File: config.mk
export PLATFORM = sky130hd
export DESIGN_NAME = parc_dpath
export DESIGN_NICKNAME = d
export VERILOG_FILES = /design/src/logic/dpath_pkg.sv /design/src/logic/dpath_ifs.sv /design/src/logic/decode_unit.sv /design/src/logic/execute_unit.sv /design/src/logic/fetch_unit.sv /design/src/logic/mem_wb_unit.sv /design/src/logic/parc_dpath.sv /design/src/logic/reg_file.sv
export SDC_FILE = /design/constraint.sdc
export NUM_CORES = 2
export LEC_CHECK = 0
export BUFFER_PORTS_ARGS = -buffer_cell sky130_fd_sc_hd__buf_2
export CORE_UTILIZATION = 60
export DETAILED_ROUTE_END_ITERATION = 10
export MAX_ROUTING_LAYER = met4
export PLACE_DENSITY = 0.73
export RECOVER_POWER = 25
export SLEW_MARGIN = 20
export SYNTH_ARGS = -nofsm -noshare
export SYNTH_HDL_FRONTEND = slang
export SYNTH_SLANG_ARGS = --single-unit
File: constraint.sdc
create_clock -name clk -period 15.3 [get_ports clk]
set_input_delay 1.53 -clock clk [delete_from_list [all_inputs] [get_ports clk]]
set_output_delay 1.53 -clock clk [all_outputs]
set_load 0.05 [all_outputs]
File: src/logic/dpath_pkg.sv
/*
 * Shared datapath widths and word types
 * Mux select encodings and ALU function codes
 */

package dpath_pkg;

  localparam int xlen       = 32;
  localparam int reg_addr_w = 5;

  typedef logic [xlen-1:0]       word_t;
  typedef logic [reg_addr_w-1:0] reg_idx_t;

  // Next PC source
  typedef enum logic [1:0] {
    pcsel_plus4, pcsel_branch, pcsel_jump, pcsel_jumpreg
  } pc_sel_e;

  // Bypass source, regfile read is the default
  typedef enum logic [2:0] {
    byp_rf, byp_x, byp_m, byp_pm, byp_pw, byp_w
  } byp_sel_e;

  typedef enum logic [1:0] {
    op0_byp, op0_shamt, op0_sixteen, op0_zero
  } op0_sel_e;

  typedef enum logic [2:0] {
    op1_byp, op1_zext, op1_sext, op1_pc4, op1_zero
  } op1_sel_e;

  // ALU functions, shifts take the amount from op0
  typedef enum logic [3:0] {
    alu_add, alu_sub, alu_sll, alu_or, alu_slt, alu_sltu, alu_and,
    alu_xor, alu_nor, alu_srl, alu_sra, alu_pass0, alu_pass1
  } alu_fn_e;

  // Load subword adjustment
  typedef enum logic [2:0] {
    ld_word, ld_lb, ld_lbu, ld_lh, ld_lhu
  } ld_sel_e;

endpackage

File: src/logic/dpath_ifs.sv
/*
 * Per-stage stall bundle
 * Bypass value bus from the later stages back to decode
 */

`timescale 1ns/1ps

// Stall levels, one per stage
interface pipe_stall_if;
  logic f;
  logic d;
  logic x;
  logic m;
  logic pm;
  logic pw;
  logic w;

  modport fetch   (input f, d);
  modport decode  (input x);
  modport execute (input m);
  modport memwb   (input pm, pw, w);
endinterface

// Bypass values, X comes straight off the ALU
interface byp_bus_if;
  dpath_pkg::word_t x;
  dpath_pkg::word_t m;
  dpath_pkg::word_t pm;
  dpath_pkg::word_t pw;
  dpath_pkg::word_t w;

  modport src_execute (output x);
  modport src_memwb   (output m, pm, pw, w);
  modport sink_decode (input x, m, pm, pw, w);
endinterface

File: src/logic/decode_unit.sv
/*
 * Instruction field split, immediate extension, branch and jump targets
 * Bypass muxes, operand muxes and the X-stage registers
 */

`timescale 1ns/1ps

module decode_unit (
  input  logic                clk,
  input  logic                reset,
  pipe_stall_if.decode        stall,
  byp_bus_if.sink_decode      byp,
  input  dpath_pkg::word_t    inst_d,
  input  dpath_pkg::word_t    pc_plus4_d,
  input  dpath_pkg::byp_sel_e op0_byp_sel_d,
  input  dpath_pkg::byp_sel_e op1_byp_sel_d,
  input  dpath_pkg::op0_sel_e op0_mux_sel_d,
  input  dpath_pkg::op1_sel_e op1_mux_sel_d,
  output dpath_pkg::reg_idx_t rf_raddr0,
  output dpath_pkg::reg_idx_t rf_raddr1,
  input  dpath_pkg::word_t    rf_rdata0,
  input  dpath_pkg::word_t    rf_rdata1,
  output dpath_pkg::word_t    jump_targ_d,
  output dpath_pkg::word_t    jumpreg_targ_d,
  output dpath_pkg::word_t    branch_targ_x,
  output dpath_pkg::word_t    op0_x,
  output dpath_pkg::word_t    op1_x,
  output dpath_pkg::word_t    wdata_x
);

  dpath_pkg::word_t imm_sext_d;
  dpath_pkg::word_t imm_zext_d;
  dpath_pkg::word_t shamt_d;
  dpath_pkg::word_t branch_targ_d;
  dpath_pkg::word_t op0_byp_d;
  dpath_pkg::word_t op1_byp_d;
  dpath_pkg::word_t op0_d;
  dpath_pkg::word_t op1_d;

  // rs and rt drive the regfile read ports
  assign rf_raddr0 = inst_d[25:21];
  assign rf_raddr1 = inst_d[20:16];

  assign imm_sext_d = {{16{inst_d[15]}}, inst_d[15:0]};
  assign imm_zext_d = {16'b0, inst_d[15:0]};
  assign shamt_d    = {27'b0, inst_d[10:6]};

  // Branch offset is in words
  assign branch_targ_d  = pc_plus4_d + (imm_sext_d << 2);
  assign jump_targ_d    = {pc_plus4_d[31:28], inst_d[25:0], 2'b00};
  assign jumpreg_targ_d = op0_byp_d;

  // ----------------------------------------------------------
  // Bypass and operand muxes
  // ----------------------------------------------------------

  always_comb begin
    unique case (op0_byp_sel_d)
      dpath_pkg::byp_x:  op0_byp_d = byp.x;
      dpath_pkg::byp_m:  op0_byp_d = byp.m;
      dpath_pkg::byp_pm: op0_byp_d = byp.pm;
      dpath_pkg::byp_pw: op0_byp_d = byp.pw;
      dpath_pkg::byp_w:  op0_byp_d = byp.w;
      default:           op0_byp_d = rf_rdata0;
    endcase
    unique case (op1_byp_sel_d)
      dpath_pkg::byp_x:  op1_byp_d = byp.x;
      dpath_pkg::byp_m:  op1_byp_d = byp.m;
      dpath_pkg::byp_pm: op1_byp_d = byp.pm;
      dpath_pkg::byp_pw: op1_byp_d = byp.pw;
      dpath_pkg::byp_w:  op1_byp_d = byp.w;
      default:           op1_byp_d = rf_rdata1;
    endcase
  end

  always_comb begin
    unique case (op0_mux_sel_d)
      dpath_pkg::op0_shamt:   op0_d = shamt_d;
      dpath_pkg::op0_sixteen: op0_d = 32'd16;
      dpath_pkg::op0_zero:    op0_d = '0;
      default:                op0_d = op0_byp_d;
    endcase
    unique case (op1_mux_sel_d)
      dpath_pkg::op1_zext: op1_d = imm_zext_d;
      dpath_pkg::op1_sext: op1_d = imm_sext_d;
      dpath_pkg::op1_pc4:  op1_d = pc_plus4_d;
      dpath_pkg::op1_zero: op1_d = '0;
      default:             op1_d = op1_byp_d;
    endcase
  end

  // X <- D, store data is the bypassed rt
  always_ff @(posedge clk) begin
    if (reset) begin
      branch_targ_x <= '0;
      op0_x         <= '0;
      op1_x         <= '0;
      wdata_x       <= '0;
    end else if (!stall.x) begin
      branch_targ_x <= branch_targ_d;
      op0_x         <= op0_d;
      op1_x         <= op1_d;
      wdata_x       <= op1_byp_d;
    end
  end

  // Controller only issues defined select codes
  sel_defined: assert property (@(posedge clk) disable iff (reset)
    op1_mux_sel_d <= dpath_pkg::op1_zero && op0_byp_sel_d <= dpath_pkg::byp_w &&
    op1_byp_sel_d <= dpath_pkg::byp_w);

endmodule

File: src/logic/execute_unit.sv
/*
 * ALU and branch condition flags
 * Data memory request and the M-stage result register
 */

`timescale 1ns/1ps

module execute_unit (
  input  logic               clk,
  input  logic               reset,
  pipe_stall_if.execute      stall,
  byp_bus_if.src_execute     byp,
  input  dpath_pkg::word_t   op0_x,
  input  dpath_pkg::word_t   op1_x,
  input  dpath_pkg::word_t   wdata_x,
  input  dpath_pkg::alu_fn_e alu_fn_x,
  output logic               branch_cond_eq_x,
  output logic               branch_cond_zero_x,
  output logic               branch_cond_neg_x,
  output dpath_pkg::word_t   dmemreq_addr,
  output dpath_pkg::word_t   dmemreq_data,
  output dpath_pkg::word_t   alu_out_m
);

  dpath_pkg::word_t alu_out_x;

  // ----------------------------------------------------------
  // ALU
  // ----------------------------------------------------------

  // Shift amount in op0[4:0], shifted value in op1
  always_comb begin
    unique case (alu_fn_x)
      dpath_pkg::alu_sub:   alu_out_x = op0_x - op1_x;
      dpath_pkg::alu_sll:   alu_out_x = op1_x << op0_x[4:0];
      dpath_pkg::alu_or:    alu_out_x = op0_x | op1_x;
      dpath_pkg::alu_slt:   alu_out_x = {31'b0, $signed(op0_x) < $signed(op1_x)};
      dpath_pkg::alu_sltu:  alu_out_x = {31'b0, op0_x < op1_x};
      dpath_pkg::alu_and:   alu_out_x = op0_x & op1_x;
      dpath_pkg::alu_xor:   alu_out_x = op0_x ^ op1_x;
      dpath_pkg::alu_nor:   alu_out_x = ~(op0_x | op1_x);
      dpath_pkg::alu_srl:   alu_out_x = op1_x >> op0_x[4:0];
      dpath_pkg::alu_sra:   alu_out_x = $signed(op1_x) >>> op0_x[4:0];
      dpath_pkg::alu_pass0: alu_out_x = op0_x;
      dpath_pkg::alu_pass1: alu_out_x = op1_x;
      default:              alu_out_x = op0_x + op1_x;
    endcase
  end

  // Branch flags for the controller
  assign branch_cond_eq_x   = (alu_out_x == '0);
  assign branch_cond_zero_x = (op0_x == '0);
  assign branch_cond_neg_x  = op0_x[31];

  // Request leaves in X, response returns in M
  assign dmemreq_addr = alu_out_x;
  assign dmemreq_data = wdata_x;
  assign byp.x        = alu_out_x;

  // M <- X
  always_ff @(posedge clk) begin
    if (reset) begin
      alu_out_m <= '0;
    end else if (!stall.m) begin
      alu_out_m <= alu_out_x;
    end
  end

  alu_fn_defined: assert property (@(posedge clk) disable iff (reset)
    alu_fn_x <= dpath_pkg::alu_pass1);

endmodule

File: src/logic/fetch_unit.sv
/*
 * Next PC select, F-stage PC register and incrementer
 * D-stage pc plus 4 register
 */

`timescale 1ns/1ps

module fetch_unit #(
  parameter dpath_pkg::word_t RESET_VECTOR = 32'h0008_0000
) (
  input  logic               clk,
  input  logic               reset,
  pipe_stall_if.fetch        stall,
  input  dpath_pkg::pc_sel_e pc_mux_sel_p,
  input  dpath_pkg::word_t   branch_targ_x,
  input  dpath_pkg::word_t   jump_targ_d,
  input  dpath_pkg::word_t   jumpreg_targ_d,
  output dpath_pkg::word_t   imemreq_addr,
  output dpath_pkg::word_t   pc_plus4_d
);

  dpath_pkg::word_t pc_f;
  dpath_pkg::word_t pc_plus4_f;
  dpath_pkg::word_t pc_mux_out_p;

  // ----------------------------------------------------------
  // P stage
  // ----------------------------------------------------------

  // Targets come back from D and X
  always_comb begin
    unique case (pc_mux_sel_p)
      dpath_pkg::pcsel_branch:  pc_mux_out_p = branch_targ_x;
      dpath_pkg::pcsel_jump:    pc_mux_out_p = jump_targ_d;
      dpath_pkg::pcsel_jumpreg: pc_mux_out_p = jumpreg_targ_d;
      default:                  pc_mux_out_p = pc_plus4_f;
    endcase
  end

  // Early imem request, reset vector while in reset
  assign imemreq_addr = reset ? RESET_VECTOR : pc_mux_out_p;

  // ----------------------------------------------------------
  // F stage
  // ----------------------------------------------------------

  always_ff @(posedge clk) begin
    if (reset) begin
      pc_f <= RESET_VECTOR;
    end else if (!stall.f) begin
      pc_f <= pc_mux_out_p;
    end
  end

  assign pc_plus4_f = pc_f + 32'd4;

  // D <- F
  always_ff @(posedge clk) begin
    if (reset) begin
      pc_plus4_d <= '0;
    end else if (!stall.d) begin
      pc_plus4_d <= pc_plus4_f;
    end
  end

  // Fetch address never loses word alignment
  pc_aligned: assert property (@(posedge clk) disable iff (reset) pc_f[1:0] == 2'b00);

endmodule

File: src/logic/mem_wb_unit.sv
/*
 * Load subword adjustment and one-entry response holding register
 * Post-memory select, PM, PW and W registers
 */

`timescale 1ns/1ps

module mem_wb_unit (
  input  logic               clk,
  input  logic               reset,
  pipe_stall_if.memwb        stall,
  byp_bus_if.src_memwb       byp,
  input  dpath_pkg::word_t   alu_out_m,
  input  dpath_pkg::word_t   dmemresp_data,
  input  dpath_pkg::ld_sel_e dmemresp_sel_m,
  input  logic               dmemresp_queue_en_m,
  input  logic               dmemresp_queue_val_m,
  input  logic               wb_mux_sel_m,
  output dpath_pkg::word_t   wb_data_w
);

  dpath_pkg::word_t resp_adj_m;
  dpath_pkg::word_t resp_queue_m;
  dpath_pkg::word_t resp_out_m;
  dpath_pkg::word_t pm_out_m;
  dpath_pkg::word_t result_pm;
  dpath_pkg::word_t result_pw;

  // ----------------------------------------------------------
  // M stage
  // ----------------------------------------------------------

  // Byte and half loads, signed or unsigned
  always_comb begin
    unique case (dmemresp_sel_m)
      dpath_pkg::ld_lb:  resp_adj_m = {{24{dmemresp_data[7]}}, dmemresp_data[7:0]};
      dpath_pkg::ld_lbu: resp_adj_m = {24'b0, dmemresp_data[7:0]};
      dpath_pkg::ld_lh:  resp_adj_m = {{16{dmemresp_data[15]}}, dmemresp_data[15:0]};
      dpath_pkg::ld_lhu: resp_adj_m = {16'b0, dmemresp_data[15:0]};
      default:           resp_adj_m = dmemresp_data;
    endcase
  end

  // Holds a response that arrived while M was stalled
  always_ff @(posedge clk) begin
    if (reset) begin
      resp_queue_m <= '0;
    end else if (dmemresp_queue_en_m) begin
      resp_queue_m <= resp_adj_m;
    end
  end

  assign resp_out_m = dmemresp_queue_val_m ? resp_queue_m : resp_adj_m;

  // Post-memory select, load data or ALU result
  assign pm_out_m = wb_mux_sel_m ? resp_out_m : alu_out_m;

  // ----------------------------------------------------------
  // PM, PW and W registers
  // ----------------------------------------------------------

  always_ff @(posedge clk) begin
    if (reset) begin
      result_pm <= '0;
      result_pw <= '0;
      wb_data_w <= '0;
    end else begin
      if (!stall.pm) begin
        result_pm <= pm_out_m;
      end
      if (!stall.pw) begin
        result_pw <= result_pm;
      end
      if (!stall.w) begin
        wb_data_w <= result_pw;
      end
    end
  end

  // Every stage feeds the decode bypass
  assign byp.m  = pm_out_m;
  assign byp.pm = result_pm;
  assign byp.pw = result_pw;
  assign byp.w  = wb_data_w;

  // Only checked when the load data is actually selected
  ld_sel_defined: assert property (@(posedge clk) disable iff (reset)
    wb_mux_sel_m |-> dmemresp_sel_m <= dpath_pkg::ld_lhu);

endmodule

File: src/logic/parc_dpath.sv
/*
 * Seven-stage integer datapath top level
 * Stall and bypass interfaces, unit instances
 */

`timescale 1ns/1ps

module parc_dpath #(
  parameter dpath_pkg::word_t RESET_VECTOR = 32'h0008_0000
) (
  input  logic             clk,
  input  logic             reset,
  output dpath_pkg::word_t imemreq_addr,
  output dpath_pkg::word_t dmemreq_addr,
  output dpath_pkg::word_t dmemreq_data,
  input  dpath_pkg::word_t dmemresp_data,
  // Controller selects
  input  logic [1:0]       pc_mux_sel_p,
  input  dpath_pkg::word_t inst_d,
  input  logic [2:0]       op0_byp_sel_d,
  input  logic [2:0]       op1_byp_sel_d,
  input  logic [1:0]       op0_mux_sel_d,
  input  logic [2:0]       op1_mux_sel_d,
  input  logic [3:0]       alu_fn_x,
  input  logic [2:0]       dmemresp_sel_m,
  input  logic             dmemresp_queue_en_m,
  input  logic             dmemresp_queue_val_m,
  input  logic             wb_mux_sel_m,
  input  logic             rf_wen_w,
  input  logic [4:0]       rf_waddr_w,
  // Per-stage stalls
  input  logic             stall_f,
  input  logic             stall_d,
  input  logic             stall_x,
  input  logic             stall_m,
  input  logic             stall_pm,
  input  logic             stall_pw,
  input  logic             stall_w,
  // Back to the controller
  output logic             branch_cond_eq_x,
  output logic             branch_cond_zero_x,
  output logic             branch_cond_neg_x,
  output dpath_pkg::word_t proc2cop_data_w
);

  dpath_pkg::word_t    pc_plus4_d;
  dpath_pkg::word_t    jump_targ_d;
  dpath_pkg::word_t    jumpreg_targ_d;
  dpath_pkg::word_t    branch_targ_x;
  dpath_pkg::reg_idx_t rf_raddr0;
  dpath_pkg::reg_idx_t rf_raddr1;
  dpath_pkg::word_t    rf_rdata0;
  dpath_pkg::word_t    rf_rdata1;
  dpath_pkg::word_t    op0_x;
  dpath_pkg::word_t    op1_x;
  dpath_pkg::word_t    wdata_x;
  dpath_pkg::word_t    alu_out_m;
  dpath_pkg::word_t    wb_data_w;

  pipe_stall_if stall_if ();
  byp_bus_if    byp_bus ();

  assign stall_if.f  = stall_f;
  assign stall_if.d  = stall_d;
  assign stall_if.x  = stall_x;
  assign stall_if.m  = stall_m;
  assign stall_if.pm = stall_pm;
  assign stall_if.pw = stall_pw;
  assign stall_if.w  = stall_w;

  fetch_unit #(.RESET_VECTOR(RESET_VECTOR)) fetch (
    .clk(clk), .reset(reset), .stall(stall_if.fetch),
    .pc_mux_sel_p(dpath_pkg::pc_sel_e'(pc_mux_sel_p)),
    .branch_targ_x(branch_targ_x), .jump_targ_d(jump_targ_d),
    .jumpreg_targ_d(jumpreg_targ_d), .imemreq_addr(imemreq_addr),
    .pc_plus4_d(pc_plus4_d)
  );

  decode_unit decode (
    .clk(clk), .reset(reset), .stall(stall_if.decode), .byp(byp_bus.sink_decode),
    .inst_d(inst_d), .pc_plus4_d(pc_plus4_d),
    .op0_byp_sel_d(dpath_pkg::byp_sel_e'(op0_byp_sel_d)),
    .op1_byp_sel_d(dpath_pkg::byp_sel_e'(op1_byp_sel_d)),
    .op0_mux_sel_d(dpath_pkg::op0_sel_e'(op0_mux_sel_d)),
    .op1_mux_sel_d(dpath_pkg::op1_sel_e'(op1_mux_sel_d)),
    .rf_raddr0(rf_raddr0), .rf_raddr1(rf_raddr1),
    .rf_rdata0(rf_rdata0), .rf_rdata1(rf_rdata1),
    .jump_targ_d(jump_targ_d), .jumpreg_targ_d(jumpreg_targ_d),
    .branch_targ_x(branch_targ_x), .op0_x(op0_x), .op1_x(op1_x), .wdata_x(wdata_x)
  );

  // Written from W, same word as the coprocessor output
  reg_file rfile (
    .clk(clk), .raddr0(rf_raddr0), .raddr1(rf_raddr1),
    .rdata0(rf_rdata0), .rdata1(rf_rdata1),
    .wen(rf_wen_w), .waddr(rf_waddr_w), .wdata(wb_data_w)
  );

  execute_unit execute (
    .clk(clk), .reset(reset), .stall(stall_if.execute), .byp(byp_bus.src_execute),
    .op0_x(op0_x), .op1_x(op1_x), .wdata_x(wdata_x),
    .alu_fn_x(dpath_pkg::alu_fn_e'(alu_fn_x)),
    .branch_cond_eq_x(branch_cond_eq_x), .branch_cond_zero_x(branch_cond_zero_x),
    .branch_cond_neg_x(branch_cond_neg_x),
    .dmemreq_addr(dmemreq_addr), .dmemreq_data(dmemreq_data), .alu_out_m(alu_out_m)
  );

  mem_wb_unit memwb (
    .clk(clk), .reset(reset), .stall(stall_if.memwb), .byp(byp_bus.src_memwb),
    .alu_out_m(alu_out_m), .dmemresp_data(dmemresp_data),
    .dmemresp_sel_m(dpath_pkg::ld_sel_e'(dmemresp_sel_m)),
    .dmemresp_queue_en_m(dmemresp_queue_en_m),
    .dmemresp_queue_val_m(dmemresp_queue_val_m),
    .wb_mux_sel_m(wb_mux_sel_m), .wb_data_w(wb_data_w)
  );

  assign proc2cop_data_w = wb_data_w;

endmodule

File: src/logic/reg_file.sv
/*
 * 32-entry register file, two async reads and one sync write
 */

`timescale 1ns/1ps

module reg_file (
  input  logic                clk,
  input  dpath_pkg::reg_idx_t raddr0,
  input  dpath_pkg::reg_idx_t raddr1,
  output dpath_pkg::word_t    rdata0,
  output dpath_pkg::word_t    rdata1,
  input  logic                wen,
  input  dpath_pkg::reg_idx_t waddr,
  input  dpath_pkg::word_t    wdata
);

  dpath_pkg::word_t regs [32];

  // No write-through, a same-cycle read sees the old value
  assign rdata0 = (raddr0 == '0) ? '0 : regs[raddr0];
  assign rdata1 = (raddr1 == '0) ? '0 : regs[raddr1];

  // Writes to r0 are discarded
  always_ff @(posedge clk) begin
    if (wen && waddr != '0) begin
      regs[waddr] <= wdata;
    end
  end

endmodule
==> impl_metrics.py <==
metrics = {
    "status": {
        "status": "finished with violations",
        "violations": "capacitance limit, slew limit",
    },
    "setup_path": {
        "start_kind": "flip-flop",
        "r2r_start": "decode.op0_x[1]$_SDFFE_PP0N_",
        "startpoint": "decode.op0_x[0]$_SDFFE_PP0N_",
        "critPathRequiredTime_ps": 13770,
        "crit_arrival_ps": 7810,
        "cp-end-kind": "primary output",
        "crit_type": "flip-flop to primary output",
        "cp_max_fo": 43,
    },
    "timing": {
        "clock-skew-final_ps": 53.68,
        "fmax_mhz": 107.1,
        "setup_violations": 0,
        "final.min_clock_period_ps": 9341,
        "finalCritPeriodShare": 0.6105,
        "fin_setup_tns_ps": 0,
        "hold_viol_final": 0,
        "worst_pin_slew_ps": 1698,
        "whs_ps": 477.5,
        "grt_setup_unrepaired": "false",
        "slew_viol_final": 549,
        "relSlewSlack": -0.1321,
    },
    "synth": {
        "syn_area_per_cell_um2": 11.77,
        "syn-cell-area_mm2": 0.07815,
        "synth_most_common_cell": "edfxtp_1",
        "syn_inst": 6641,
        "synth_edf_count": 1024,
        "synthTopCellsByCount": "1024 x edfxtp_1, 681 x nor2_1, 554 x mux2i_1, 543 x a21oi_1, 441 x mux4_2",
        "ys_ff_latch": 1376,
        "synth_top_area_share": 0.3935,
        "async_reset_ff_frac": 0,
        "ys_warn_count": 0,
        "synthTopCellsByArea": "edfxtp_1 39%, mux4_2 13%, dfxtp_1 9.0%, mux2i_1 7.1%, a21oi_1 3.5%",
        "synth_ff_type": "edfxtp_1",
        "ys_types": 91,
        "yosysTopAreaCell": "edfxtp_1",
        "yosysSeqAreaShare": 0.4837,
    },
    "clock_network": {
        "cts_tree": "built",
        "post_cts_buffers": 0,
        "cts_hold_buf": 0,
        "cts.sinks": 1376,
        "cts.path.max_buffers": 3,
        "htree_levels": 4,
        "clkLatencyLatePin_ps": 830,
        "postCtsResizedCells": 0,
        "clk_pin_slew_worst_paths_ps": 60,
        "cts_root_buffer": "clkbuf_16",
        "cts_made_buffers": 144,
    },
    "power": {
        "swShare": 0.2932,
        "p_leak_nw": 31.32,
        "power.density_mw_per_mm2": 107.6,
        "pwr-share-comb": 0.166,
        "p_sw_mw": 2.725,
        "power_frac_clock": 0.392,
        "p_seq_frac": 0.442,
        "internal-power_mw": 6.569,
        "vdd_drop_max_uv": 118.7,
    },
    "routing": {
        "ant_nets": 0,
        "post_drt_wl_per_cell_um": 37.21,
        "drtIter0Drc": 9866,
        "vias": 64980,
        "drc_errors": 0,
        "dr.pass1.iters": 7,
        "wl_um": 319600,
        "viasPerCell": 7.564,
    },
    "min_path": {
        "hp-start": "decode.branch_targ_x[4]$_SDFFE_PP0N_",
        "holdCritPathClass": "flip-flop to flip-flop",
    },
    "global_routing": {
        "antenna_found_initial": 24,
        "first_global_vias": 61510,
        "grt_usage": 0.4930,
        "grt_pass1_wl_um": 445500,
        "overflow": 0,
        "grt_max_degree": 165,
    },
    "floorplan": {
        "die_w_um": 362.9,
        "num_io_pins": 233,
        "core.rowCount": 132,
        "core_area_mm2": 0.1293,
        "start_util": 0.6043,
        "die_area_mm2": 0.1317,
        "die_y_um": 362.9,
    },
    "finish": {
        "drive_gt1_frac": 0.1985,
        "syn2layout_area_growth_pct": 10.55,
        "final_cell_area_mm2": 0.08639,
        "layout.nets": 6946,
    },
    "placed_design": {
        "portBuffers": 226,
        "placed_area_mm2": 0.08152,
        "gp_congestion": 1.115,
        "dpl.hpwl_um": 207900,
    },
    "job": {
        "cap_viol_max_count": 15,
    },
}
==> cell families (layout without fill, tap and decap cells) <==
kind of cell | count (synthesis) | count (layout) | share of synthesized area
flops | 1376 | 1376 | 0.4837
xor+xnor | 71 | 71 | 0.007957
fa+ha+maj | 130 | 130 | 0.02110
simple gates | 1490 | 1490 | 0.08632
compound gates | 1712 | 1712 | 0.1437
buf+inv | 706 | 861 | 0.03607
mux | 1155 | 1155 | 0.2211
other cells | 1 | 54 | 0.00004799
==> cell usage in the layout (no fill, tap or decap), drive strengths merged, types with 68 or more instances in the layout <==
| cell type | count |
|---|---|
| a221oi | 68 |
| mux2i | 554 |
| o221ai | 120 |
| edfxtp | 1024 |
| clkbuf | 207 |
| mux2 | 160 |
| ha | 127 |
| inv | 145 |
| buf | 437 |
| nor3 | 135 |
| dfxtp | 352 |
| o21ai | 274 |
| nand2 | 316 |
| o22ai | 144 |
| mux4 | 441 |
| a21oi | 543 |
| a211oi | 109 |
| nor2 | 681 |
==> registers in the layout, summed over array words and instances, names as in the netlist <==
signal / cells
rfile.regs: 1024
decode.branch_targ_x: 32
decode.op0_x: 32
decode.op1_x: 32
decode.wdata_x: 32
execute.alu_out_m: 32
fetch.pc_f: 32
fetch.pc_plus4_d: 32
memwb.byp.pm: 32
memwb.byp.pw: 32
memwb.byp.w: 32
memwb.resp_queue_m: 32
==> power groups by stage <==
stage | combinational, mW | clock (mW) | sequential [mW]
2_1_floorplan | 0.885 | 0 | 4.18
3_3_place_gp | 1.45 | 0 | 4.18
3_5_place_dp | 1.46 | 0 | 4.18
4_1_cts | 1.47 | 3.64 | 4.10
5_1_grt | 1.57 | 3.78 | 4.11
6_report | 1.54 | 3.64 | 4.11
==> cell type report <==
type	instances	area [um2]
Timing Repair Buffer	459	2923
Inverter	143	536.8
Antenna cell	22	55.05
Clock buffer	185	3807
Tap cell	1742	2180
Clock inverter	74	1044
Sequential cell	1376	37820
Fill cell	9287	42930
Multi-Input combinational cell	4590	38030
==> metal layers <==
layer | GRT usage | vias up | part of all wire
li1 | - | 26190 | -
met1 | 0.5977 | 31750 | 0.34
met2 | 0.7046 | 5642 | 0.43
met3 | 0.1410 | 1396 | 0.14
met4 | 0.3595 | 0 | 0.088
met5 | - | - | 0
==> worst max-delay path: stages (launching register included) <==
cell,delay (ps)
dfxtp_4,780
inv_1,140
ha_1,350
fa_1,460
o21bai_1,360
o211ai_1,210
and3_1,270
o21a_1,340
o311ai_0,850
a21oi_1,320
xnor2_1,220
a21oi_1,630
buf_4,360
nand3b_1,90
or4_1,540
nor4_2,600
buf_2,380
==> path summary, 6_finish.rpt <==
kind | end | slack (ps) | depth (start not counted)
setup / recovery | branch_cond_eq_x | 5960 | 16
hold / removal | decode.branch_targ_x[4]$_SDFFE_PP0N_ | 480 | 2
setup reg to reg | decode.op1_x[23]$_SDFFE_PP0N_ | 8340 | 14
hold reg to reg | decode.branch_targ_x[4]$_SDFFE_PP0N_ | 480 | 2
==> per-stage QoR <==
step,power (mW),std cells,setup WS [ps],utilization
floorplan,5.064,6672,7661,-
global placement,5.633,8307,6640,0.6303
detailed placement,5.644,8307,6644,0.6303
CTS,9.213,8566,6285,0.6679
global route,9.464,8582,5917,0.6679
finish,9.294,8591,5959,0.6681
No activity file was read; power rests on OpenSTA's default activity.
